### config.mk
export PLATFORM = sky130hd
export DESIGN_NAME = l1d_tag_store
export DESIGN_NICKNAME = d
export VERILOG_FILES = /design/src/verilog/l1d_pkg.sv /design/src/verilog/l1d_tag_store.sv
export VERILOG_INCLUDE_DIRS = /design/src /design/src/verilog
export SDC_FILE = /design/constraint.sdc
export NUM_CORES = 1
export LEC_CHECK = 0
export BUFFER_PORTS_ARGS = -buffer_cell sky130_fd_sc_hd__buf_2
export CORE_UTILIZATION = 35
export CTS_BUF_LIST = sky130_fd_sc_hd__clkbuf_2 sky130_fd_sc_hd__clkbuf_4 sky130_fd_sc_hd__clkbuf_8
export CTS_CLUSTER_DIAMETER = 50
export DETAILED_ROUTE_END_ITERATION = 8
export PLACE_DENSITY_LB_ADDON = 0.1
export SYNTH_ARGS = -nofsm -noshare
export SYNTH_HDL_FRONTEND = slang
export SYNTH_SLANG_ARGS = --single-unit
### constraint.sdc
create_clock -name clk -period 1.6 [get_ports clk]
set_input_delay 0.08 -clock clk [delete_from_list [all_inputs] [get_ports clk]]
set_output_delay 0.08 -clock clk [all_outputs]
set_load 0.02 [all_outputs]
### src/verilog/l1d_cfg.svh
/*
 * Geometry and width macros for the L1 data cache
 * Address split is tag | index | offset
 */
`ifndef L1D_CFG_SVH
`define L1D_CFG_SVH

// Address and data widths
`define L1D_ADDR_BITS   32
`define L1D_WORD_BITS   32

// Address fields
`define L1D_INDEX_BITS  6
`define L1D_OFFSET_BITS 4
`define L1D_TAG_BITS    (`L1D_ADDR_BITS - `L1D_INDEX_BITS - `L1D_OFFSET_BITS)

// Line organisation
`define L1D_LINE_WORDS  4
`define L1D_LINES       (1 << `L1D_INDEX_BITS)
`define L1D_LINE_BITS   (`L1D_LINE_WORDS * `L1D_WORD_BITS)

`endif

### src/verilog/l1d_pkg.sv
/*
 * Vector typedefs, access-type codes and controller states
 */
`default_nettype none

`include "l1d_cfg.svh"

package l1d_pkg;

  typedef logic [`L1D_ADDR_BITS-1:0]             addr_t;
  typedef logic [`L1D_WORD_BITS-1:0]             word_t;
  typedef logic [`L1D_TAG_BITS-1:0]              tag_t;
  typedef logic [`L1D_INDEX_BITS-1:0]            index_t;
  typedef logic [`L1D_LINE_BITS-1:0]             line_t;
  typedef logic [$clog2(`L1D_LINE_WORDS)-1:0]    word_sel_t;
  typedef logic [`L1D_WORD_BITS/8-1:0]           byte_mask_t;

  // Core access codes, unsigned forms set bit 2
  typedef enum logic [2:0] {
    acc_byte   = 3'b000,
    acc_half   = 3'b001,
    acc_word   = 3'b010,
    acc_byte_u = 3'b100,
    acc_half_u = 3'b101
  } access_t;

  typedef enum logic [2:0] {
    st_idle,
    st_lookup,
    st_refill,   // Four read beats
    st_fill,
    st_write     // Single write-through beat
  } l1d_state_t;

endpackage

`default_nettype wire

### src/verilog/l1d_tag_store.sv
/*
 * Valid bits and tag RAM
 * Registered lookup with hit compare against the request tag
 */
`timescale 1ns/1ps
`default_nettype none

`include "l1d_cfg.svh"

module l1d_tag_store
  import l1d_pkg::*;
(
  input  wire         clk,
  input  wire         rst,
  input  wire         lookup_en,
  input  wire index_t lookup_index,
  input  wire addr_t  req_addr,
  input  wire         fill_en,
  input  wire tag_t   fill_tag,
  output logic        hit
);

  logic [`L1D_LINES-1:0] valid;
  tag_t                  tag_ram [`L1D_LINES];
  tag_t                  tag_q;
  logic                  valid_q;
  index_t                fill_index;

  assign fill_index = req_addr[`L1D_OFFSET_BITS +: `L1D_INDEX_BITS];

  // Valid bits clear on reset
  always_ff @(posedge clk or posedge rst)
  begin
    if (rst)
    begin
      valid   <= '0;
      valid_q <= 1'b0;
    end
    else
    begin
      if (fill_en)
        valid[fill_index] <= 1'b1;
      if (lookup_en)
        valid_q <= valid[lookup_index];
    end
  end

  always_ff @(posedge clk)
  begin
    if (fill_en)
      tag_ram[fill_index] <= fill_tag;
    if (lookup_en)
      tag_q <= tag_ram[lookup_index];   // One cycle read
  end

  assign hit = valid_q && (tag_q == req_addr[`L1D_ADDR_BITS-1 -: `L1D_TAG_BITS]);

endmodule

`default_nettype wire

# After elaboration in Yosys (flattened, before gate mapping)
# Memories as Yosys holds them, arrays and structs flattened. A register that Yosys moved wholly into a read port is not among the register bits.
# Cells that the tools add are included.
# word_totals
rom_bits	0
memories	1
register_bits	65
output_inout_bits	1
mem_bits_rw	1408
latch_bits	0
inputBits	64
# memory_table
memory	depth	word_bits	rd	rd_ports_with_merged_regs	wr	line_no	source
tag_ram	64	22	1	1	1	l1d_tag_store.sv:24	tag_t tag_ram [`L1D_LINES];
# classes
n_reduce_logical	2
shifts	0
order_cmp	3
n_mul	0
n_div	0
n_eq_ne	1
muxes	6
bitwise	1
addsub	0
# ops
cell	n
$or A64 B64 Y64	1
$eq A22 B22 Y1	1
$lt A6 B7 Y1 const B	2
$bmux W1 S6	1
$demux W1 S6	1
$ge A6 B1 Y1 const B	1
$mux W1	4
$logic_and A1 B1 Y1	2

# Depth between registers and ports, before layout
# depth
ltp_word	5
depth_mapped	8
depth_no_buf	5

# Worst setup path before layout
# No wires, ideal clock.
# synth_path
path_kind	input to register
from	in req_addr[8]
to	mem tag_ram[16][0] (netlist bit) (enable)
path_stages	4
slack_ns	-0.669
t_arrival_ns	1.867
path_buffers	2
cell_sequence	clkbuf_1 -> or3b_2 -> clkbuf_1 -> nor2_1
# synth_rtl
element	line_no	source
from (decl)	l1d_tag_store.sv:17	input wire addr_t req_addr,
to (decl)	l1d_tag_store.sv:24	
# No word-level cell before the write port.

# Worst setup path after layout
# layout_path
from	reg tag_q[1], read port of tag_ram
to	out hit
# layout_via
elab_chain_cells	2
# layout_rtl
element	line_no	source
from (decl)	l1d_tag_store.sv:25	tag_t tag_q;
$eq A22 B22 Y1	l1d_tag_store.sv:56	assign hit = valid_q && (tag_q == req_addr[`L1D_ADDR_BITS-1 -: `L1D_TAG_BITS]);
$logic_and A1 B1 Y1	l1d_tag_store.sv:56	
to (decl)	l1d_tag_store.sv:20	output logic hit
# Every way passes these cells.

==> flow_metrics.env <==
export IMPL_status="complete, but fails checks"
export IMPL_violations="setup timing"
export IMPL_dpl_instance_area_um2=64080
export IMPL_routed_wirelength_um=164300
export IMPL_powerDensity_nw_per_um2=1191
export IMPL_track_usage=0.2028
export IMPL_clkLatencyLatePin_ns=0.99
export IMPL_final_area_um2=69910
export IMPL_syn_num_nets=2436
export IMPL_grt_max_degree=66
export IMPL_crit_type="reg -> out"
export IMPL_layout_min_cycle_time_ns=2.666
export IMPL_dpl_worst_slack_ns=-1.704
export IMPL_viasPerCell=5.206
export IMPL_start_kind="register"
export IMPL_hold_path_class="in -> reg"
export IMPL_synth_seq_cells=1495
export IMPL_fmax_ghz=0.3750
export IMPL_reg2regPathDepth=4
export IMPL_yosys_warnings=0
export IMPL_holdPathEnd="tag_q[3]"
export IMPL_synthCells=2372
export IMPL_hold_viol=0
export IMPL_power_total_w=0.08326
export IMPL_die_w_um=405.9
export IMPL_antenna_left=0
export IMPL_die_area_um2=164700
export IMPL_fin_nets=3034
export IMPL_die_h_um=405.9
export IMPL_power_switching_w=0.01848
export IMPL_synth_xor_area_frac=0.003375
export IMPL_p_clk_frac=0.407
export IMPL_async_flop_share=0.04348
export IMPL_fin_crit_sh=1.667
export IMPL_synth_simple_area_share=0.01812
export IMPL_setup_viol=24
export IMPL_drtIter0Drc=2362
export IMPL_dpl_hpwl_um=98470
export IMPL_synthMuxAreaShare=0.1806
export IMPL_synthAdderAreaFrac=0
export IMPL_worstPathMaxFanout=1
export IMPL_yosys_area_top_type="edfxtp_1"
export IMPL_clockBufferDepth=4
export IMPL_synth_area_top_cells="edfxtp_1 (75%), mux4_2 (18%), dfrtp_1 (2.8%)"
export IMPL_required_ns=1.52
export IMPL_endpoint_kind="output pin"
export IMPL_rsz0062_at_grt="true"
export IMPL_via_count=27690
export IMPL_r2r_end="tag_q[20]"
export IMPL_drc_errors=0
export IMPL_path_clk_slew_ns=0.06
export IMPL_tightestPinTransition_ns=1.372
export IMPL_worstHoldStart="lookup_index[2]"
export IMPL_synthToLayoutAreaGrowth_pct=22.45
export IMPL_pwr_share_comb=0.066
export IMPL_ir_worst_vdd_v=0.0008772
export IMPL_fin_skew_ns=0.05396
export IMPL_p_seq_frac=0.527
export IMPL_p_int_w=0.06478
export IMPL_ys_seq_area_frac=0.7806
export IMPL_r2r_slack_ns=-0.78
export IMPL_port_buffers=60
export IMPL_start_util=0.3539
export IMPL_core_um2=161300
export IMPL_slew_headroom=0.08549
export IMPL_maxCapViolations=0
export IMPL_first_global_vias=29810
export IMPL_slew_viol_final=0
export IMPL_leakage_nw=22.70
export IMPL_wl_per_cell_um=30.89
export IMPL_r2r_start="tag_ram[12][20]"
export IMPL_fin_util=0.4334
export IMPL_final_cell_mix="edfxtp_1 (1,430), mux4_2 (449), clkbuf_8 (282), buf_4 (187), buf_12 (138)"
export IMPL_synth_edf_count=1430
export IMPL_netlist_area_um2=57090
export IMPL_hold_path_depth=5
export IMPL_cts_htree_levels=5
export IMPL_grt_pass1_wl_um=229700
export IMPL_clkSinkCount=1495
export IMPL_cts_tree="built"
export IMPL_synth_compound_area_frac=0.006487
export IMPL_post_synth_num_cell_types=32
export IMPL_cts_root_buf="clkbuf_8"
export IMPL_drt_pre_antenna_iters=5
export IMPL_grt_ovfl_total=0
export IMPL_rows=147
export IMPL_io_pins=65
export IMPL_cts_buffers=274
export IMPL_drive_above_1_share=0.4525
export IMPL_avgSynthCellArea_um2=24.07
export IMPL_synth_top_family_by_area="multiplexers"
export IMPL_grt_antenna_before_repair=14
export IMPL_mostFrequentLayoutCell="edfxtp_1"
export IMPL_cp_arrival_ns=2.59
export IMPL_sw_frac_of_total=0.2220
export IMPL_ys_flop_type="edfxtp_1"
export IMPL_finalWorstSetupSlack_ns=-1.066
export IMPL_gp_congestion=0.8078
export IMPL_synth_top_area_share=0.7521
export IMPL_fin_setup_tns_ns=-11.36
==> worst max-delay path by stage <==
stage,startpoint,to,depth (start not counted)
final,tag_q[1],hit,5
after global routing,tag_q[1],hit,5
after CTS,tag_q[1],hit,5
after detailed placement,lookup_index[0],tag_q[20],8
after global placement,lookup_index[0],tag_q[20],8
after floorplan,fill_en,tag_ram[33][0],3
==> what timing repair did <==
action / in CTS / in global routing
setup buffers: 2 / 2
setup endpoints to repair: 24 / 113
pin swaps: 16 / 8
cloned: 0 / 2
hold buffers: 40 / 1
gates resized for setup: 49 / 26
hold endpoints to repair: 2656 / 282
==> power groups by stage <==
stage	combinational [W]	clock (W)	sequential, W
3_5_place_dp	0.00535	0	0.0447
5_1_grt	0.00584	0.0365	0.0439
3_3_place_gp	0.00526	0	0.0447
4_1_cts	0.00559	0.0349	0.0439
2_1_floorplan	0.00272	0	0.0445
6_report	0.00550	0.0339	0.0439
==> final cells by class <==
cell class / instances / area, µm²
Fill cell: 13870 / 91390
Sequential cell: 1495 / 44570
Multi-Input combinational cell: 755 / 12510
Timing Repair Buffer: 441 / 5124
Clock buffer: 368 / 4527
Tap cell: 2160 / 2703
Clock inverter: 87 / 444.2
Antenna cell: 10 / 25.02
Inverter: 3 / 11.26
==> Yosys cell counts, types with 5 or more instances <==
| cell type | n |
|---|---|
| nand2b_1 | 5 |
| buf_6 | 10 |
| mux4_2 | 449 |
| or2_2 | 66 |
| a22oi_1 | 14 |
| mux2i_1 | 20 |
| buf_1 | 15 |
| dfrtp_1 | 65 |
| xor2_1 | 15 |
| edfxtp_1 | 1430 |
| buf_2 | 32 |
| xnor2_1 | 7 |
| nand2_1 | 19 |
| nor2b_1 | 7 |
| o22ai_1 | 34 |
| nor2_1 | 87 |
| nand3_1 | 10 |
| buf_4 | 11 |
| clkbuf_1 | 51 |
==> sequential cells by signal (all words and copies together) (netlist names) <==
signal	flops
tag_ram	1408
valid_q	1
tag_q	22
valid	64
==> critical path: stages (launching register included) <==
cell      delay [ns]
edfxtp_1        0.64
xor2_1          0.27
nor4_2          0.27
nand4_1         0.16
nor3_2          0.13
buf_4           0.16
==> metal layers <==
layer	vias up	track usage	routed length, µm
met4	6	0.05852	4615
met5	-	0	41
met3	278	0.03926	8775
met1	15140	0.2679	69150
met2	876	0.3403	81730
li1	11390	-	-
==> metrics by stage <==
| stage | std cells | hold slack, ns |
|---|---|---|
| finish | 5319 | 0.08301 |
| detailed placement | 4811 | 0.1737 |
| global route | 5316 | 0.04149 |
| CTS | 5307 | 0.001633 |
| floorplan | 2372 | 0.1789 |
| global placement | 4811 | 0.1613 |
==> cells by family (layout without fill, tap and decap cells) <==
| group | after synthesis | after routing |
|---|---|---|
| DFF | 1495 | 1495 |
| buffers and inverters | 122 | 899 |
| muxes | 469 | 469 |
| other | 0 | 10 |
| xor gates and xnor gates | 22 | 22 |
| AOI/OAI and AO/OA | 55 | 55 |
| and+or+nand+nor | 209 | 209 |
Note: power is estimated with default switching activity, not from simulation.
