==> config.mk <==
export PLATFORM = sky130hd
export DESIGN_NAME = l1d_control
export DESIGN_NICKNAME = d
export VERILOG_FILES = /design/src/verilog/l1d_pkg.sv /design/src/verilog/l1d_control.sv
export VERILOG_INCLUDE_DIRS = /design/src /design/src/verilog
export SDC_FILE = /design/constraint.sdc
export NUM_CORES = 1
export LEC_CHECK = 0
export ABC_CLOCK_PERIOD_IN_PS = 18600
export BUFFER_PORTS_ARGS = -buffer_cell sky130_fd_sc_hd__buf_2
export CORE_ASPECT_RATIO = 1.5
export CORE_MARGIN = 2
export CORE_UTILIZATION = 30
export CTS_BUF_LIST = sky130_fd_sc_hd__clkbuf_16
export CTS_CLUSTER_DIAMETER = 50
export DETAILED_ROUTE_END_ITERATION = 12
export PLACE_DENSITY = 0.57
export SLEW_MARGIN = 20
export SYNTH_ARGS = -nofsm -noshare
export SYNTH_HDL_FRONTEND = slang
export SYNTH_SLANG_ARGS = --single-unit
==> constraint.sdc <==
create_clock -name clk -period 18.6 [get_ports clk]
set_clock_uncertainty 0.2 [all_clocks]
set_input_delay 2.79 -clock clk [delete_from_list [all_inputs] [get_ports clk]]
set_output_delay 2.79 -clock clk [all_outputs]
set_load 0.05 [all_outputs]
==> src/verilog/l1d_cfg.svh <==
/*
 * Geometry and width macros for the L1 data cache
 * Address split is tag | index | offset
 */
`ifndef L1D_CFG_SVH
`define L1D_CFG_SVH

// Address and data widths
`define L1D_ADDR_BITS   32
`define L1D_WORD_BITS   32

// Address fields
`define L1D_INDEX_BITS  6
`define L1D_OFFSET_BITS 4
`define L1D_TAG_BITS    (`L1D_ADDR_BITS - `L1D_INDEX_BITS - `L1D_OFFSET_BITS)

// Line organisation
`define L1D_LINE_WORDS  4
`define L1D_LINES       (1 << `L1D_INDEX_BITS)
`define L1D_LINE_BITS   (`L1D_LINE_WORDS * `L1D_WORD_BITS)

`endif

==> src/verilog/l1d_pkg.sv <==
/*
 * Vector typedefs, access-type codes and controller states
 */
`default_nettype none

`include "l1d_cfg.svh"

package l1d_pkg;

  typedef logic [`L1D_ADDR_BITS-1:0]             addr_t;
  typedef logic [`L1D_WORD_BITS-1:0]             word_t;
  typedef logic [`L1D_TAG_BITS-1:0]              tag_t;
  typedef logic [`L1D_INDEX_BITS-1:0]            index_t;
  typedef logic [`L1D_LINE_BITS-1:0]             line_t;
  typedef logic [$clog2(`L1D_LINE_WORDS)-1:0]    word_sel_t;
  typedef logic [`L1D_WORD_BITS/8-1:0]           byte_mask_t;

  // Core access codes, unsigned forms set bit 2
  typedef enum logic [2:0] {
    acc_byte   = 3'b000,
    acc_half   = 3'b001,
    acc_word   = 3'b010,
    acc_byte_u = 3'b100,
    acc_half_u = 3'b101
  } access_t;

  typedef enum logic [2:0] {
    st_idle,
    st_lookup,
    st_refill,   // Four read beats
    st_fill,
    st_write     // Single write-through beat
  } l1d_state_t;

endpackage

`default_nettype wire

==> src/verilog/l1d_control.sv <==
/*
 * Cache controller FSM
 * Lookup, four-beat refill, line fill and write-through
 */
`timescale 1ns/1ps
`default_nettype none

`include "l1d_cfg.svh"

module l1d_control
  import l1d_pkg::*;
(
  input  wire          clk,
  input  wire          rst,
  // Core side
  input  wire          core_req,
  input  wire          core_write,
  input  wire addr_t   core_addr,
  input  wire word_t   core_in,
  input  wire access_t core_type,
  output word_t        core_out,
  output logic         core_wait,
  // Memory side
  output logic         mem_req,
  output logic         mem_write,
  output addr_t        mem_addr,
  output access_t      mem_type,
  input  wire word_t   mem_out,
  input  wire          mem_wait,
  // Storage blocks
  input  wire          hit,
  input  wire word_t   hit_word,
  output logic         lookup_en,
  output index_t       lookup_index,
  output logic         fill_en,
  output tag_t         fill_tag,
  output line_t        fill_line,
  output logic         hit_write_en,
  output addr_t        req_addr,
  output word_t        req_data,
  output access_t      req_type
);

  l1d_state_t state;
  l1d_state_t state_next;
  logic       req_write;
  logic       hit_q;
  word_sel_t  beat_cnt;
  word_sel_t  req_word;
  logic       beat_done;

  assign beat_done = mem_req && !mem_wait;
  assign req_word  = req_addr[`L1D_OFFSET_BITS-1 -: $bits(word_sel_t)];

  // ==========================================================
  // State sequencing
  // ==========================================================
  always_ff @(posedge clk or posedge rst)
  begin
    if (rst)
      state <= st_idle;
    else
      state <= state_next;
  end

  always_comb
  begin
    state_next = state;
    case (state)
      st_idle:
        if (core_req)
          state_next = st_lookup;
      st_lookup:
        if (req_write)
          state_next = st_write;   // Hit or miss, store goes to memory
        else if (hit)
          state_next = st_idle;
        else
          state_next = st_refill;
      st_refill:
        if (beat_done && beat_cnt == word_sel_t'(`L1D_LINE_WORDS - 1))
          state_next = st_fill;
      st_fill:
        state_next = st_idle;
      st_write:
        if (beat_done)
          state_next = st_idle;
      default:
        state_next = st_idle;
    endcase
  end

  // ==========================================================
  // Request capture and refill line
  // ==========================================================
  always_ff @(posedge clk)
  begin
    if (state == st_idle && core_req)
    begin
      req_addr  <= core_addr;
      req_data  <= core_in;
      req_type  <= core_type;
      req_write <= core_write;
    end
    if (state == st_refill && beat_done)
      fill_line <= {mem_out, fill_line[`L1D_LINE_BITS-1:`L1D_WORD_BITS]};   // Word 0 ends lowest
  end

  always_ff @(posedge clk or posedge rst)
  begin
    if (rst)
    begin
      beat_cnt <= '0;
      hit_q    <= 1'b0;
      core_out <= '0;
    end
    else
    begin
      case (state)
        st_lookup:
        begin
          hit_q    <= hit;
          beat_cnt <= '0;
          if (hit && !req_write)
            core_out <= hit_word;
        end
        st_refill:
          if (beat_done)
          begin
            beat_cnt <= beat_cnt + 1'b1;
            if (beat_cnt == req_word)
              core_out <= mem_out;   // Requested word on its beat
          end
        default:
          ;
      endcase
    end
  end

  // Port and storage controls
  assign core_wait    = (state != st_idle);
  assign mem_req      = (state == st_refill) || (state == st_write);
  assign mem_write    = (state == st_write);
  assign mem_type     = req_type;
  assign mem_addr     = (state == st_refill) ?
                        {req_addr[`L1D_ADDR_BITS-1:`L1D_OFFSET_BITS], beat_cnt,
                         {(`L1D_OFFSET_BITS - $bits(word_sel_t)){1'b0}}} :
                        req_addr;
  assign lookup_en    = (state == st_idle) && core_req;
  assign lookup_index = core_addr[`L1D_OFFSET_BITS +: `L1D_INDEX_BITS];
  assign fill_en      = (state == st_fill);
  assign fill_tag     = req_addr[`L1D_ADDR_BITS-1 -: `L1D_TAG_BITS];
  assign hit_write_en = (state == st_write) && beat_done && hit_q;

endmodule

`default_nettype wire

---- Yosys cells after proc, flatten, opt, wreduce, memory -nomap -nowiden ----
Index checks and enable logic that the tools add are counted.
storage, ports and cells
  register bits ........................... 234
  input port bits ......................... 137
  output and inout bits ................... 296
  logic and storage cells ................. 51
operators by class
  $add $sub $neg .......................... 1
  eq/ne operators ......................... 12
  mux-type cells .......................... 13
  reduce and logical (&&, ||, !) cells .... 16
operators by type and width
  operator                                                          number
  32-bit two-way mux                                                3
  32-bit case mux with 2 select lines                               1
  3-bit two-way mux                                                 4
  3-bit case mux with 4 select lines                                1
  2-bit != test (second input constant)                             4
  1-bit logical AND                                                 7
  3-bit by 2-bit == test with 1-bit output (second input constant)  2
  2-bit two-way mux                                                 2
  4-bit two-way mux                                                 1
  2-bit by 1-bit != test with 1-bit output (second input constant)  2
  2-bit case mux with 2 select lines                                1
  4-bit AND reduction                                               1
  3-bit by 1-bit == test with 1-bit output (second input constant)  1
  3-bit == test (second input constant)                             1
  3-bit logical NOT                                                 1
  3-bit AND reduction                                               1
  3-bit nonzero test                                                1
  2-bit by 1-bit adder with 2-bit output (second input constant)    1
  2-bit == test                                                     1
  2-bit == test (second input constant)                             1
  1-bit logical NOT                                                 2
  2-bit AND reduction                                               1
  2-bit nonzero test                                                1
  1-bit logical OR                                                  1

---- Logic depth before layout (Yosys ltp) ----
  depth after elaboration ................. 6
  gate-level depth with buffers ........... 6
  depth with buffers taken out ............ 4

---- Worst setup path before layout ----
No wires, ideal clock.
  path kind ............................... input port to output port
  from .................................... in core_req
  to ...................................... out lookup_en
  arrival ................................. 6.264 ns
  path slack .............................. 9.346 ns
  cell stages on the path ................. 2
  buffers on the path ..................... 0
  path through ............................ inv_1 > nor2_1
between the ends
  cells in the longest elaborated chain, start to end .. 1
RTL lines
  element             line                RTL
  start: declaration  l1d_control.sv:16   input wire core_req,
  1-bit logical AND   l1d_control.sv:149  assign lookup_en = (state == st_idle) && core_req;
  end: declaration    l1d_control.sv:33   output logic lookup_en,
Every way passes these cells.

---- Worst setup path after layout ----
Ends and elaborated chain as after synthesis.

==> results.sh <==
export IMPL_ant_nets=0
export IMPL_cts_tree="built"
export IMPL_sequentialPowerShare_pct=37.6
export IMPL_post_route_drc_count=0
export IMPL_highest_layer="met4"
export IMPL_synth_compound_area_share_pct=9.04
export IMPL_dpl_instance_area_sq_um=10500
export IMPL_dr_wl_met3_um=1860
export IMPL_fin_crit_ns=7.13
export IMPL_grt_pass1_vias=5250
export IMPL_powerDensity_nw_per_um2=175
export IMPL_rsz0062_at_grt="false"
export IMPL_wl_met2_um=11400
export IMPL_setup_tns_ns=0
export IMPL_place_inst=1130
export IMPL_peakVddDrop_uv=120
export IMPL_coreArea_sq_um=27300
export IMPL_synthXorXnorAreaFrac_pct=0.209
export IMPL_worstReg2RegStart="state[1]"
export IMPL_syn_to_final_growth_pct=35.5
export IMPL_synth_ff_type="edfxtp_1"
export IMPL_track_usage_pct=14.9
export IMPL_mostFrequentLayoutCell="buf_2"
export IMPL_port_buffers=432
export IMPL_vias_per_cell=4.37
export IMPL_routedWlPerCell_um=19.4
export IMPL_die_h_um=208
export IMPL_cts_made_buffers=24
export IMPL_initial_core_util_pct=30.6
export IMPL_seqCellArea_sq_um=6840
export IMPL_synth_fa_ha_area_share_pct=0.150
export IMPL_layout_cells_non_filler=1175
export IMPL_grt_max_degree=70
export IMPL_cp_required_ns=15.61
export IMPL_timing_fmax_mhz=140
export IMPL_fp_dieW_um=140
export IMPL_clockBufferDepth=3
export IMPL_drive_gt1_share_pct=61.4
export IMPL_holdCritStartpoint="fill_line[76]"
export IMPL_startpoint_type="input port"
export IMPL_num_nets_final=952
export IMPL_cts_resized=0
export IMPL_postSynthCellCount=423
export IMPL_cts_hold_buf=0
export IMPL_setup_violations=0
export IMPL_num_fill_cells=2531
export IMPL_gr_total_overflow=0
export IMPL_synth_distinct_cells=32
export IMPL_synth_top_cell_by_area="edfxtp_1"
export IMPL_grt_pass1_wl_um=33000
export IMPL_synth_top_family_by_area="compound AO/OA/AOI/OAI gates"
export IMPL_min_period_over_period_pct=38.3
export IMPL_clock_sinks=234
export IMPL_clock_root_buffer="clkbuf_16"
export IMPL_multi_input_area_sq_um=1010
export IMPL_maxCapViolations=0
export IMPL_cp_end_kind="output pin"
export IMPL_worstSkewPairLatency_ns=0.52
export IMPL_maxSlewHeadroom_pct=39.2
export IMPL_yosysWarnings=0
export IMPL_status="complete, no violations"
export IMPL_avgSynthCellArea_sq_um=19.8
export IMPL_ys_ff_latch=234
export IMPL_wl_um=22800
export IMPL_async_flop_share_pct=16.2
export IMPL_arrival_ns=4.14
export IMPL_drt_first_pass_iters=4
export IMPL_die_area_sq_um=29300
export IMPL_h_tree_depth=1
export IMPL_grt_antenna_before_repair=1
export IMPL_synth_nets=561
export IMPL_p_sw_uw=825
export IMPL_wl_met1_um=8970
export IMPL_slew_violations=0
export IMPL_clk_pin_slew_ns=0.06
export IMPL_hold_violations=0
export IMPL_std_cell_rows=74
export IMPL_worst_pin_slew_ns=0.912
export IMPL_fin_area_sq_um=11300
export IMPL_p_leak_uw=0.00470
export IMPL_crit_start="core_req"
export IMPL_path_class="input port to output pin"
export IMPL_postCtsSetupBuffers=0
export IMPL_clockPowerShare_pct=25.1
export IMPL_hold_path_class="register to register"
export IMPL_boundaryPins=433
export IMPL_yosysTopAreaCellShare_pct=70.4
export IMPL_switching_share_pct=41.6
export IMPL_gp_congestion=0.841
export IMPL_yosys_top_cells_area="edfxtp_1 (70%), dfrtp_1 (11%), a2bb2oi_2 (5.4%), buf_4 (5.3%), o22ai_1 (2.4%)"
export IMPL_layout_common_cells="buf_2 (432), edfxtp_1 (196), dfrtp_1 (38)"
export IMPL_crit_fanout=69
export IMPL_synthesis_area_sq_um=8360
export IMPL_p_int_uw=1160
export IMPL_p_comb_share_pct=37.3
export IMPL_ys_seq_area_share_pct=81.7
export IMPL_vias=5139
export IMPL_synth_enable_flop_cells=196
export IMPL_drt_iter0_drc=210
export IMPL_synth_mux_area_share_pct=0.269
export IMPL_hpwl_um=17200
export IMPL_synth_simple_area_share_pct=2.15
## final timing paths
kind / end / slack [ns] / cells after the start
max in group asynchronous: core_out[6] / 15.65 / 3
worst min-delay path: fill_line[44] / 0.24 / 0
min in group asynchronous: core_out[21] / 2.19 / 3
worst max register to register: core_out[1] / 15.26 / 6
worst max-delay path: lookup_en / 11.47 / 5
worst min register to register: fill_line[44] / 0.24 / 0
## metrics by stage
stage	total power (uW)	setup slack [ns]	utilization, %	hold slack (ns)
after CTS	2010	11.44	41.5	0.239
after global placement	1490	11.47	38.5	0.224
after global routing	2060	11.36	41.5	0.250
after floorplan	1360	9.35	-	0.249
final	1980	11.47	41.5	0.240
after detailed placement	1500	11.39	38.5	0.227
## synth_stat cells (6+ instances only)
library cell and count:
edfxtp_1 196, buf_4 59, dfrtp_1 38, o22ai_1 32, a2bb2oi_2 30, nand2_1 11, clkbuf_1 9, nor2_1 6
## sequential cells by signal (all words and copies together), names as in the netlist
name       count
req_data      32
fill_line    128
hit_q          1
state          3
req_addr      32
beat_cnt       2
req_write      1
mem_type       3
core_out      32
## per-layer routing
| layer | track usage, % | vias up |
|---|---|---|
| met1 | 17.9 | 2499 |
| li1 | - | 2354 |
| met2 | 25.5 | 253 |
| met3 | 4.14 | 33 |
| met4 | 5.40 | 0 |
| met5 | 0 | - |
## power groups by stage
| stage | logic (uW) | clock network [uW] | registers (uW) |
|---|---|---|---|
| floorplan | 315 | 0 | 1040 |
| global placement | 742 | 0 | 753 |
| detailed placement | 747 | 0 | 757 |
| CTS | 746 | 513 | 748 |
| global route | 768 | 529 | 760 |
| finish | 739 | 497 | 746 |
## area by class of cell
cell class,count,area share [%]
timing repair buffer,440,19.6
antenna,1,0.0221
clock inverter,19,1.74
sequential,234,60.3
tap,342,3.78
clock buffer,25,5.52
multi-input combinational,111,8.91
inverter,3,0.0994
## critical path, cell delays in order
cell and delay, ns:
buf_2 0.07, inv_1 0.06, nor2_4 0.09, buf_4 0.66, buf_2 0.40
## cells by family after synthesis
family | after synthesis
AO/OA/AOI/OAI | 73
XOR/XNOR | 2
adder cells (fa/ha/maj) | 1
buffers and inverters | 78
flip-flops | 234
multiplexers | 2
AND/OR/NAND/NOR | 33
(Power assumes the default switching activity.)
