[config.mk]
export PLATFORM = sky130hd
export DESIGN_NAME = l1d_store_align
export DESIGN_NICKNAME = d
export VERILOG_FILES = /design/src/verilog/l1d_pkg.sv /design/src/verilog/l1d_store_align.sv
export VERILOG_INCLUDE_DIRS = /design/src /design/src/verilog
export SDC_FILE = /design/constraint.sdc
export NUM_CORES = 1
export LEC_CHECK = 0
export ABC_AREA = 1
export CAP_MARGIN = 15
export CELL_PAD_IN_SITES_DETAIL_PLACEMENT = 0
export CELL_PAD_IN_SITES_GLOBAL_PLACEMENT = 1
export CORE_MARGIN = 2
export CORE_UTILIZATION = 34
export DETAILED_ROUTE_END_ITERATION = 10
export DONT_BUFFER_PORTS = 1
export PLACE_DENSITY_LB_ADDON = 0.1
export SETUP_SLACK_MARGIN = 0.15
export SYNTH_ARGS = -nofsm -noshare
export SYNTH_HDL_FRONTEND = slang
export SYNTH_SLANG_ARGS = --single-unit
[constraint.sdc]
create_clock -name vclk -period 0.8
set_clock_uncertainty 0.15 [all_clocks]
set_input_delay 0.04 -clock vclk [all_inputs]
set_output_delay 0.04 -clock vclk [all_outputs]
set_load 0.02 [all_outputs]
[src/verilog/l1d_cfg.svh]
/*
 * Geometry and width macros for the L1 data cache
 * Address split is tag | index | offset
 */
`ifndef L1D_CFG_SVH
`define L1D_CFG_SVH

// Address and data widths
`define L1D_ADDR_BITS   32
`define L1D_WORD_BITS   32

// Address fields
`define L1D_INDEX_BITS  6
`define L1D_OFFSET_BITS 4
`define L1D_TAG_BITS    (`L1D_ADDR_BITS - `L1D_INDEX_BITS - `L1D_OFFSET_BITS)

// Line organisation
`define L1D_LINE_WORDS  4
`define L1D_LINES       (1 << `L1D_INDEX_BITS)
`define L1D_LINE_BITS   (`L1D_LINE_WORDS * `L1D_WORD_BITS)

`endif

[src/verilog/l1d_pkg.sv]
/*
 * Vector typedefs, access-type codes and controller states
 */
`default_nettype none

`include "l1d_cfg.svh"

package l1d_pkg;

  typedef logic [`L1D_ADDR_BITS-1:0]             addr_t;
  typedef logic [`L1D_WORD_BITS-1:0]             word_t;
  typedef logic [`L1D_TAG_BITS-1:0]              tag_t;
  typedef logic [`L1D_INDEX_BITS-1:0]            index_t;
  typedef logic [`L1D_LINE_BITS-1:0]             line_t;
  typedef logic [$clog2(`L1D_LINE_WORDS)-1:0]    word_sel_t;
  typedef logic [`L1D_WORD_BITS/8-1:0]           byte_mask_t;

  // Core access codes, unsigned forms set bit 2
  typedef enum logic [2:0] {
    acc_byte   = 3'b000,
    acc_half   = 3'b001,
    acc_word   = 3'b010,
    acc_byte_u = 3'b100,
    acc_half_u = 3'b101
  } access_t;

  typedef enum logic [2:0] {
    st_idle,
    st_lookup,
    st_refill,   // Four read beats
    st_fill,
    st_write     // Single write-through beat
  } l1d_state_t;

endpackage

`default_nettype wire

[src/verilog/l1d_store_align.sv]
/*
 * Store byte-lane mask and lane-replicated write data
 */
`timescale 1ns/1ps
`default_nettype none

module l1d_store_align
  import l1d_pkg::*;
(
  input  wire addr_t   req_addr,
  input  wire word_t   req_data,
  input  wire access_t req_type,
  output byte_mask_t   store_mask,
  output word_t        store_word
);

  always_comb
  begin
    case (req_type)
      acc_byte, acc_byte_u:
      begin
        store_mask = byte_mask_t'(1) << req_addr[1:0];
        store_word = {4{req_data[7:0]}};
      end
      acc_half, acc_half_u:
      begin
        store_mask = req_addr[1] ? 4'b1100 : 4'b0011;   // Upper or lower half
        store_word = {2{req_data[15:0]}};
      end
      acc_word:
      begin
        store_mask = 4'b1111;
        store_word = req_data;
      end
      default:
      begin
        // Unknown code writes no lane
        store_mask = '0;
        store_word = req_data;
      end
    endcase
  end

endmodule

`default_nettype wire

# Word level (Yosys, flattened, before mapping)
# Index checks and enable logic that the tools add are counted.
# op_classes
n_addsub,0
mul,0
div,0
n_lt_le_gt_ge,0
eq_ne,4
shifts,1
mux,3
bitwise_logic,0
n_reduce_logical,3
# ops
op,n
$pmux 32 s2,1
$pmux 4 s3,1
$eq 3x3->1 const B,2
$mux 4,1
$reduce_or 2->1,2
$shl 1x2->4 const A,1
$eq 3x1->1 const B,1
$eq 3x2->1 const B,1
$logic_not 3->1,1
# totals
reg_bits,0
latchBits,0
ramBits,0
mem_bits_ro,0
out_inout_bits,36
memories,0

# Depth between registers and ports, before layout
# Gate-level depths: netlist (run 1).
# logic_depth
word_depth,3
ltp_mapped,5
mapped_depth_nobuf,4

# Worst setup path before layout (run 1)
# No wires, ideal clock.
# synth_timing
kind,input-to-output
start,in req_type[1]
end,out store_mask[0]
t_arrival_ns,0.639
t_required_ns,0.610
setup_slack_ns,-0.029
path_stages,5
cell_sequence,buf_6 -> nor2_4 -> buf_6 -> nand2_1 -> nand3_1
# synth_via
elab_chain_cells,3
# synth_lines
item,line,rtl
start: declaration,l1d_store_align.sv:12,"input wire access_t req_type,"
$eq 3x1->1 (tied with other cells),l1d_store_align.sv:19,case (req_type)
$reduce_or 2->1,l1d_store_align.sv:19,
$pmux 4 s3 *,l1d_store_align.sv:19,
end: declaration,l1d_store_align.sv:13,"output byte_mask_t store_mask,"
# Every way passes the cells marked *; elsewhere a longest branch is shown, timed or not.

# Final worst setup path (run 1)
# Same ends and word-level chain as after synthesis.

==> results of run 1 <==
==> layout make-up <==
class / count / area, um2
fillers: 169 / 796
multi-input cells: 88 / 626
inverters: 6 / 25.0
repair buffers: 2 / 22.5
well taps: 16 / 20.0
==> cells by family after synthesis <==
| group | count (synthesis) | synth area share [%] |
|---|---|---|
| compound gates | 8 | 7.46 |
| simple gates | 80 | 63.2 |
| buf+inv | 21 | 29.4 |
==> per-stage QoR <==
stage / utilization [%] / instances / hold slack [ns] / instance area (um2) / setup slack, ns
final: 46.6 / 112 / -0.0700 / 693 / 0.0875
after floorplan: - / 109 / 0.0426 / 679 / 0.0283
after CTS: 40.5 / 112 / -0.0697 / 603 / 0.0800
after global placement: 38.8 / 112 / -0.0697 / 578 / 0.0679
after detailed placement: 38.8 / 112 / -0.0697 / 578 / 0.0736
after global routing: 46.6 / 112 / -0.0700 / 693 / 0.0458
==> path summary, 6_finish.rpt <==
| check | depth (start not counted) | to |
|---|---|---|
| min | 0 | store_word[4] |
| max | 4 | store_mask[0] |
==> layout by cell type (no fill, tap or decap), drive strengths merged <==
cell	Yosys	routed
inv	6	6
nor2	4	4
nand3	23	23
o21ai	8	8
buf	15	2
nand2	53	53
==> metal layers <==
metal | global-route usage, % | up-vias
li1 | - | 313
met1 | 17.5 | 268
met2 | 26.8 | 49
met3 | 2.92 | 2
met5 | 0 | -
met4 | 1.21 | 0
==> critical path, cell delays in order <==
cell and delay, ns:
nor2_4 0.14, buf_6 0.15, nand2_2 0.07, nand3_4 0.12
==> power by group <==
part	leakage [nW]	total [mW]	internal, mW	switching, mW
combinational	0.370	0.458	0.137	0.321
clock	0	0	0	0
sequential	0	0	0	0
==> Yosys cell counts <==
master / number
inv_4: 1
buf_4: 8
inv_1: 5
nand2_2: 1
nand3_1: 23
nor2_1: 3
nand2_1: 52
o21ai_0: 8
nor2_4: 1
buf_2: 1
buf_6: 6
==> repair_timing <==
action | 4_1_cts | 5_1_grt
cloned | 0 | 0
endpoints found under the hold margin | 8 | 8
resized for setup | 5 | 16
endpoints found under the setup margin | 16 | 20
setup buffers | 0 | 0
pin swaps | 0 | 3
==> impl_metrics.py, run 1 <==
metrics = {
    "critical_path": {
        "cp.required_ns": 0.61,
        "path_max_fanout": 27,
        "cp.arrival_ns": 0.52,
        "worst_setup_path_end_kind": "output port",
        "crit_type": "in2out",
        "start_kind": "input port",
        "cp-startpoint": "req_type[1]",
    },
    "drt": {
        "route.met2.wl_um": 788,
        "avgViaCountPerCell": 5.64,
        "finalWirelength_mm": 1.60,
        "drtIter0Drc": 2,
        "wl_met3_um": 221,
        "wl_met1_um": 587,
        "drt_pass1_iterations": 2,
        "drc": 0,
        "vias": 632,
        "highest_layer": "met4",
        "ant_nets": 0,
        "wl_per_cell_um": 14.3,
    },
    "finish": {
        "nets": 165,
        "diodes": 0,
        "layout-drive-gt1-share_pct": 49.0,
        "syn_to_final_growth_pct": 29.1,
        "regArea_um2": 0,
        "nClkBuffers": 0,
        "seq_cells": 0,
    },
    "power": {
        "irDropWorstVdd_uv": 272,
        "finalPower_mw": 0.458,
        "total_leakage_power_nw": 0.370,
        "power_density_nw_per_um2": 661,
    },
    "global_routing": {
        "grt_use_total_pct": 14.4,
        "grt_pass1_wl_mm": 2.28,
        "antenna_found_initial": 0,
        "overflow": 0,
        "grt_max_degree": 28,
        "grt_pass1_vias": 560,
    },
    "synthesis": {
        "netlist_area_um2": 537,
        "synth_top_area_share_pct": 36.4,
        "synth_nets": 176,
        "synthTopCellsByArea": "nand2_1, nand3_1, buf_6",
        "ys_seq_area_share_pct": 0,
        "ys_types": 11,
        "synth_cells": 109,
        "synth_top_area_cell": "nand2_1",
        "yosys_warnings": 0,
        "synth.avg_cell_area_um2": 4.92,
    },
    "timing": {
        "slew_headroom_pct": 79.0,
        "finalHoldViolations": 8,
        "max_freq_mhz": 1400,
        "report.final.slew_viol_count": 0,
        "max_slew.worst_pin.slew_ns": 0.311,
        "fin_hold_ws_ns": -0.0700,
        "fin_tns_setup_ns": 0,
        "final.period_utilization_pct": 89.1,
        "setup-violations-final": 0,
        "rsz0062_at_grt": "true",
        "period_minus_slack_ns": 0.713,
    },
    "die": {
        "start_util_pct": 36.1,
        "die_h_um": 43.7,
        "dieArea_um2": 1910,
        "coreArea_um2": 1490,
        "fp.dieW_um": 43.7,
        "io-pin-count": 103,
        "fp-row-count": 14,
    },
    "placed_design": {
        "gp_congestion": 0.600,
        "port_buffers": 0,
        "dp_hpwl_mm": 1.15,
    },
    "outcome": {
        "violations": "negative hold slack",
        "outcome": "finished with violations",
    },
    "hold_path": {
        "hold_start": "req_data[4]",
        "hp-class": "in2out",
    },
    "run": {
        "maxCapViolations": 0,
    },
}
No activity file was read; power rests on OpenSTA's default activity.
==> inputs of run 2 (changes only) <==
--- a/config.mk
+++ b/config.mk
@@ -7,7 +7,7 @@
 export NUM_CORES = 1
 export LEC_CHECK = 0
 export ABC_AREA = 1
-export CAP_MARGIN = 15
+export CAP_MARGIN = 25
 export CELL_PAD_IN_SITES_DETAIL_PLACEMENT = 0
 export CELL_PAD_IN_SITES_GLOBAL_PLACEMENT = 1
 export CORE_MARGIN = 2
@@ -15,7 +15,7 @@
 export DETAILED_ROUTE_END_ITERATION = 10
 export DONT_BUFFER_PORTS = 1
 export PLACE_DENSITY_LB_ADDON = 0.1
-export SETUP_SLACK_MARGIN = 0.15
+export SETUP_SLACK_MARGIN = 0.4
 export SYNTH_ARGS = -nofsm -noshare
 export SYNTH_HDL_FRONTEND = slang
 export SYNTH_SLANG_ARGS = --single-unit
==> run 2 against run 1 <==
The flow still finishes with violations (negative hold slack). Final cell count is 3.6% higher. Die area unchanged. Sequential cell count stayed put. Critical path type unchanged.
==> impl_metrics.py, run 2 (synthesis gave the netlist of run 1 again) <==
metrics = {
    "finish": {
        "regArea_um2": 0,
        "final_cell_mix": "nand2_4, nand2_1, nand3_1",
        "syn_to_final_growth_pct": 61.5,
        "nets": 169,
        "final_util_pct": 58.2,
        "seq_cells": 0,
        "nClkBuffers": 0,
        "diodes": 0,
        "fillers": 139,
        "layout-drive-gt1-share_pct": 58.0,
        "final_common_cell": "nand2_4",
    },
    "timing": {
        "fin_hold_ws_ns": -0.0700,
        "finalHoldViolations": 8,
        "final.period_utilization_pct": 89.0,
        "max_freq_mhz": 1400,
        "setup-violations-final": 0,
        "period_minus_slack_ns": 0.712,
        "max_slew.worst_pin.slew_ns": 0.325,
        "slew_headroom_pct": 78.1,
        "rsz0062_at_grt": "true",
        "fin_tns_setup_ns": 0,
        "report.final.slew_viol_count": 0,
    },
    "power": {
        "power_frac_comb_pct": 100.0,
        "total_leakage_power_nw": 0.474,
        "switchingPower_mw": 0.355,
        "switching_share_pct": 65.9,
        "power_density_nw_per_um2": 621,
        "clockPowerShare_pct": 0,
        "finalPower_mw": 0.539,
        "irDropWorstVdd_uv": 274,
        "seq_power_share_pct": 0,
        "p_int_mw": 0.184,
    },
    "global_routing": {
        "grt_pass1_wl_mm": 2.57,
        "grt_max_degree": 30,
        "antenna_found_initial": 0,
        "grt_use_total_pct": 16.8,
        "grt_pass1_vias": 629,
        "overflow": 0,
    },
    "die": {
        "fp-row-count": 14,
        "dieArea_um2": 1910,
        "io-pin-count": 103,
        "die_h_um": 43.7,
        "start_util_pct": 36.1,
        "coreArea_um2": 1490,
        "fp.dieW_um": 43.7,
    },
    "critical_path": {
        "worst_setup_path_end_kind": "output port",
        "cp_slowest_cell": "buf_6",
        "cp.arrival_ns": 0.52,
        "path_max_fanout": 29,
        "start_kind": "input port",
        "cp_num_buf_inv": 1,
        "critPathTopFamily": "simple AND/OR/NAND/NOR gates",
        "slowest_delay_ns": 0.17,
        "crit_chain": "nor2_4 -> buf_6 -> nand2_4 -> nand3_4",
        "crit_type": "in2out",
        "cp.required_ns": 0.61,
    },
    "drt": {
        "ant_nets": 0,
        "drtIter0Drc": 3,
        "drc": 0,
        "drt_pass1_iterations": 2,
        "wl_per_cell_um": 15.2,
        "finalWirelength_mm": 1.76,
        "vias": 671,
        "avgViaCountPerCell": 5.78,
    },
    "outcome": {
        "violations": "negative hold slack",
        "outcome": "finished with violations",
    },
    "hold_path": {
        "hp-class": "in2out",
    },
    "run": {
        "maxCapViolations": 0,
    },
    "placed_design": {
        "gp_congestion": 0.606,
        "dp_hpwl_mm": 1.17,
        "port_buffers": 0,
    },
}
==> run 2: cell count changes in the layout (fill, tap and decap cells not counted), moves of 2 or more <==
cell     before  now
nand3_1       7    9
inv_16        0    3
buf_4         0    2
nand2_4       8   28
nand2_1      27   18
nand2_2      18    7
==> run 2: timing repair <==
item                                   CTS  global route
buffers inserted                         1             1
setup endpoints to repair               28            28
endpoints found under the hold margin    8             8
cloned                                   2             0
gates resized for setup                 43            15
pin swaps                               10            11
==> run 2: layout make-up <==
| class | count | area, um2 | share of cell area (%) |
|---|---|---|---|
| multi-input cells | 88 | 731 | 84.3 |
| repair inverters | 2 | 40.0 | 4.62 |
| well taps | 16 | 20.0 | 2.31 |
| inverters | 6 | 38.8 | 4.47 |
| repair buffers | 4 | 37.5 | 4.33 |
==> run 2: path summary, 6_finish.rpt <==
kind	depth (start not counted)	startpoint	endpoint
setup / recovery	4	req_type[1]	store_word[29]
hold / removal	0	req_data[3]	store_word[3]
==> run 2: power by group through the flow <==
stage | Sequential [mW] | Combinational (mW) | Clock [mW]
6_report | 0 | 0.539 | 0
5_1_grt | 0 | 0.573 | 0
4_1_cts | 0 | 0.493 | 0
3_5_place_dp | 0 | 0.402 | 0
3_3_place_gp | 0 | 0.402 | 0
2_1_floorplan | 0 | 0.486 | 0
==> run 2: routing by layer <==
metal	global-route usage, %	wire length [um]	vias to the layer above	part of all wire, %
li1	-	-	324	-
met1	20.5	678	297	38
met2	31.2	886	50	50
met3	4.17	199	0	11
met4	0	0	0	0
met5	0	0	-	0
==> run 2: per-stage QoR <==
| stage | hold WS (ns) | cells | setup slack (ns) | cell area, um2 |
|---|---|---|---|---|
| floorplan | 0.0426 | 109 | 0.0283 | 679 |
| global placement | -0.0697 | 112 | 0.0667 | 578 |
| detailed placement | -0.0697 | 112 | 0.0758 | 578 |
| CTS | -0.0697 | 115 | 0.0848 | 777 |
| global route | -0.0699 | 116 | 0.0501 | 867 |
| finish | -0.0700 | 116 | 0.0882 | 867 |
==> inputs of run 3 (changes only) <==
--- a/config.mk
+++ b/config.mk
@@ -8,10 +8,9 @@
 export LEC_CHECK = 0
 export ABC_AREA = 1
 export CAP_MARGIN = 25
-export CELL_PAD_IN_SITES_DETAIL_PLACEMENT = 0
+export CELL_PAD_IN_SITES_DETAIL_PLACEMENT = 1
 export CELL_PAD_IN_SITES_GLOBAL_PLACEMENT = 1
-export CORE_MARGIN = 2
-export CORE_UTILIZATION = 34
+export CORE_UTILIZATION = 37
 export DETAILED_ROUTE_END_ITERATION = 10
 export DONT_BUFFER_PORTS = 1
 export PLACE_DENSITY_LB_ADDON = 0.1
==> constraint.sdc (replaced) <==
create_clock -name vclk -period 0.9
set_clock_uncertainty 0.15 [all_clocks]
set_input_delay 0.045 -clock vclk [all_inputs]
set_output_delay 0.045 -clock vclk [all_outputs]
set_load 0.02 [all_outputs]
==> run 3 against run 2 <==
The run still ends with negative hold slack left. Non-clock buffer count shrank 2. Count of clock-buffer cells in the layout is the same. Sequential cell count unchanged. Combinational power shrank 11%. Critical path type unchanged. Hold slack gained 0.010 ns. Routed wire length rose by 14%. Power shrank 11%. Via count rose by 2.8%. First-iteration DRC count increased by 33%. Die area down 16%. Final area shrank 2.3%. Critical path depth stayed put.
==> impl_metrics.py, run 3 (synthesis gave the netlist of run 1 again) <==
metrics = {
    "die": {
        "start_util_pct": 40.7,
        "io-pin-count": 103,
        "fp-row-count": 13,
        "fp.dieW_um": 40.1,
        "dieArea_um2": 1610,
        "coreArea_um2": 1320,
        "die_h_um": 40.1,
    },
    "timing": {
        "slew_headroom_pct": 76.7,
        "finalHoldViolations": 8,
        "setup-violations-final": 0,
        "fin_hold_ws_ns": -0.0600,
        "max_freq_mhz": 1370,
        "report.final.slew_viol_count": 0,
        "final.period_utilization_pct": 80.8,
        "period_minus_slack_ns": 0.727,
        "fin_tns_setup_ns": 0,
        "rsz0062_at_grt": "true",
        "max_slew.worst_pin.slew_ns": 0.346,
    },
    "critical_path": {
        "worst_setup_path_end_kind": "output port",
        "start_kind": "input port",
        "crit_type": "in2out",
        "cp.arrival_ns": 0.53,
        "cp.required_ns": 0.70,
        "path_max_fanout": 20,
    },
    "finish": {
        "final_cell_mix": "nand2_4, nand2_1, nand2_2, nand3_4",
        "layout-drive-gt1-share_pct": 58.8,
        "seq_cells": 0,
        "diodes": 0,
        "regArea_um2": 0,
        "nets": 166,
        "fillers": 162,
        "nClkBuffers": 0,
        "final_util_pct": 64.3,
        "syn_to_final_growth_pct": 57.8,
        "final_common_cell": "nand2_4",
        "final_cell_area_um2": 847,
    },
    "drt": {
        "ant_nets": 0,
        "drtIter0Drc": 4,
        "vias": 690,
        "wl_per_cell_um": 18.0,
        "drt_pass1_iterations": 4,
        "drc": 0,
        "finalWirelength_mm": 2.01,
        "avgViaCountPerCell": 6.16,
    },
    "power": {
        "irDropWorstVdd_uv": 248,
        "finalPower_mw": 0.479,
        "switchingPower_mw": 0.324,
        "power_density_nw_per_um2": 566,
        "p_int_mw": 0.155,
        "power_frac_comb_pct": 100.0,
        "clockPowerShare_pct": 0,
        "total_leakage_power_nw": 0.440,
        "seq_power_share_pct": 0,
        "switching_share_pct": 67.6,
    },
    "global_routing": {
        "grt_use_total_pct": 21.5,
        "grt_max_degree": 28,
        "overflow": 0,
        "antenna_found_initial": 0,
        "grt_pass1_wl_mm": 2.46,
        "grt_pass1_vias": 616,
    },
    "placed_design": {
        "gp_congestion": 0.716,
        "dpl_cell_area_um2": 577,
        "dp_hpwl_mm": 1.29,
        "port_buffers": 0,
    },
    "outcome": {
        "violations": "negative hold slack",
        "outcome": "finished with violations",
    },
    "run": {
        "maxCapViolations": 0,
    },
    "hold_path": {
        "whs_path_depth": 0,
        "hp-class": "in2out",
    },
}
run 3: power groups by stage:
stage | sequential, mW | clock, mW | combinational, mW
floorplan | 0 | 0 | 0.432
global placement | 0 | 0 | 0.354
detailed placement | 0 | 0 | 0.362
CTS | 0 | 0 | 0.407
global route | 0 | 0 | 0.513
finish | 0 | 0 | 0.479
run 3: path summary, 6_finish.rpt:
path	endpoint	startpoint	slack, ns
hold / removal	store_word[6]	req_data[6]	-0.06
setup / recovery	store_word[29]	req_type[0]	0.17
run 3: timing repair:
action / in CTS / in global routing
buffers inserted: 0 / 0
pin swaps: 3 / 9
endpoints found under the setup margin: 28 / 28
gates cloned: 0 / 1
gates resized for setup: 18 / 37
hold endpoints to repair: 8 / 8
run 3: critical path: stages:
cell	delay, ns
nor2_4	0.15
buf_6	0.17
nand2_4	0.07
nand3_4	0.09
run 3: layer usage:
layer / part of all wire, % / track usage [%]
met5: 0 / 0
met4: 0 / 0.862
met3: 10 / 5.00
met2: 53 / 45.2
met1: 36 / 21.4
run 3: area by class of cell:
type	count	area, um2	share of cell area (%)
repair buffers	2	26.3	3.10
well taps	15	18.8	2.22
repair inverters	1	20.0	2.36
multi-input cells	88	733	86.6
inverters	6	48.8	5.76
run 3: stage by stage:
step | setup slack (ns) | cells | hold slack (ns)
2_1_floorplan | 0.118 | 109 | 0.0526
3_3_place_gp | 0.172 | 111 | -0.0597
3_5_place_dp | 0.173 | 111 | -0.0597
4_1_cts | 0.184 | 111 | -0.0597
5_1_grt | 0.146 | 112 | -0.0600
6_report | 0.173 | 112 | -0.0600
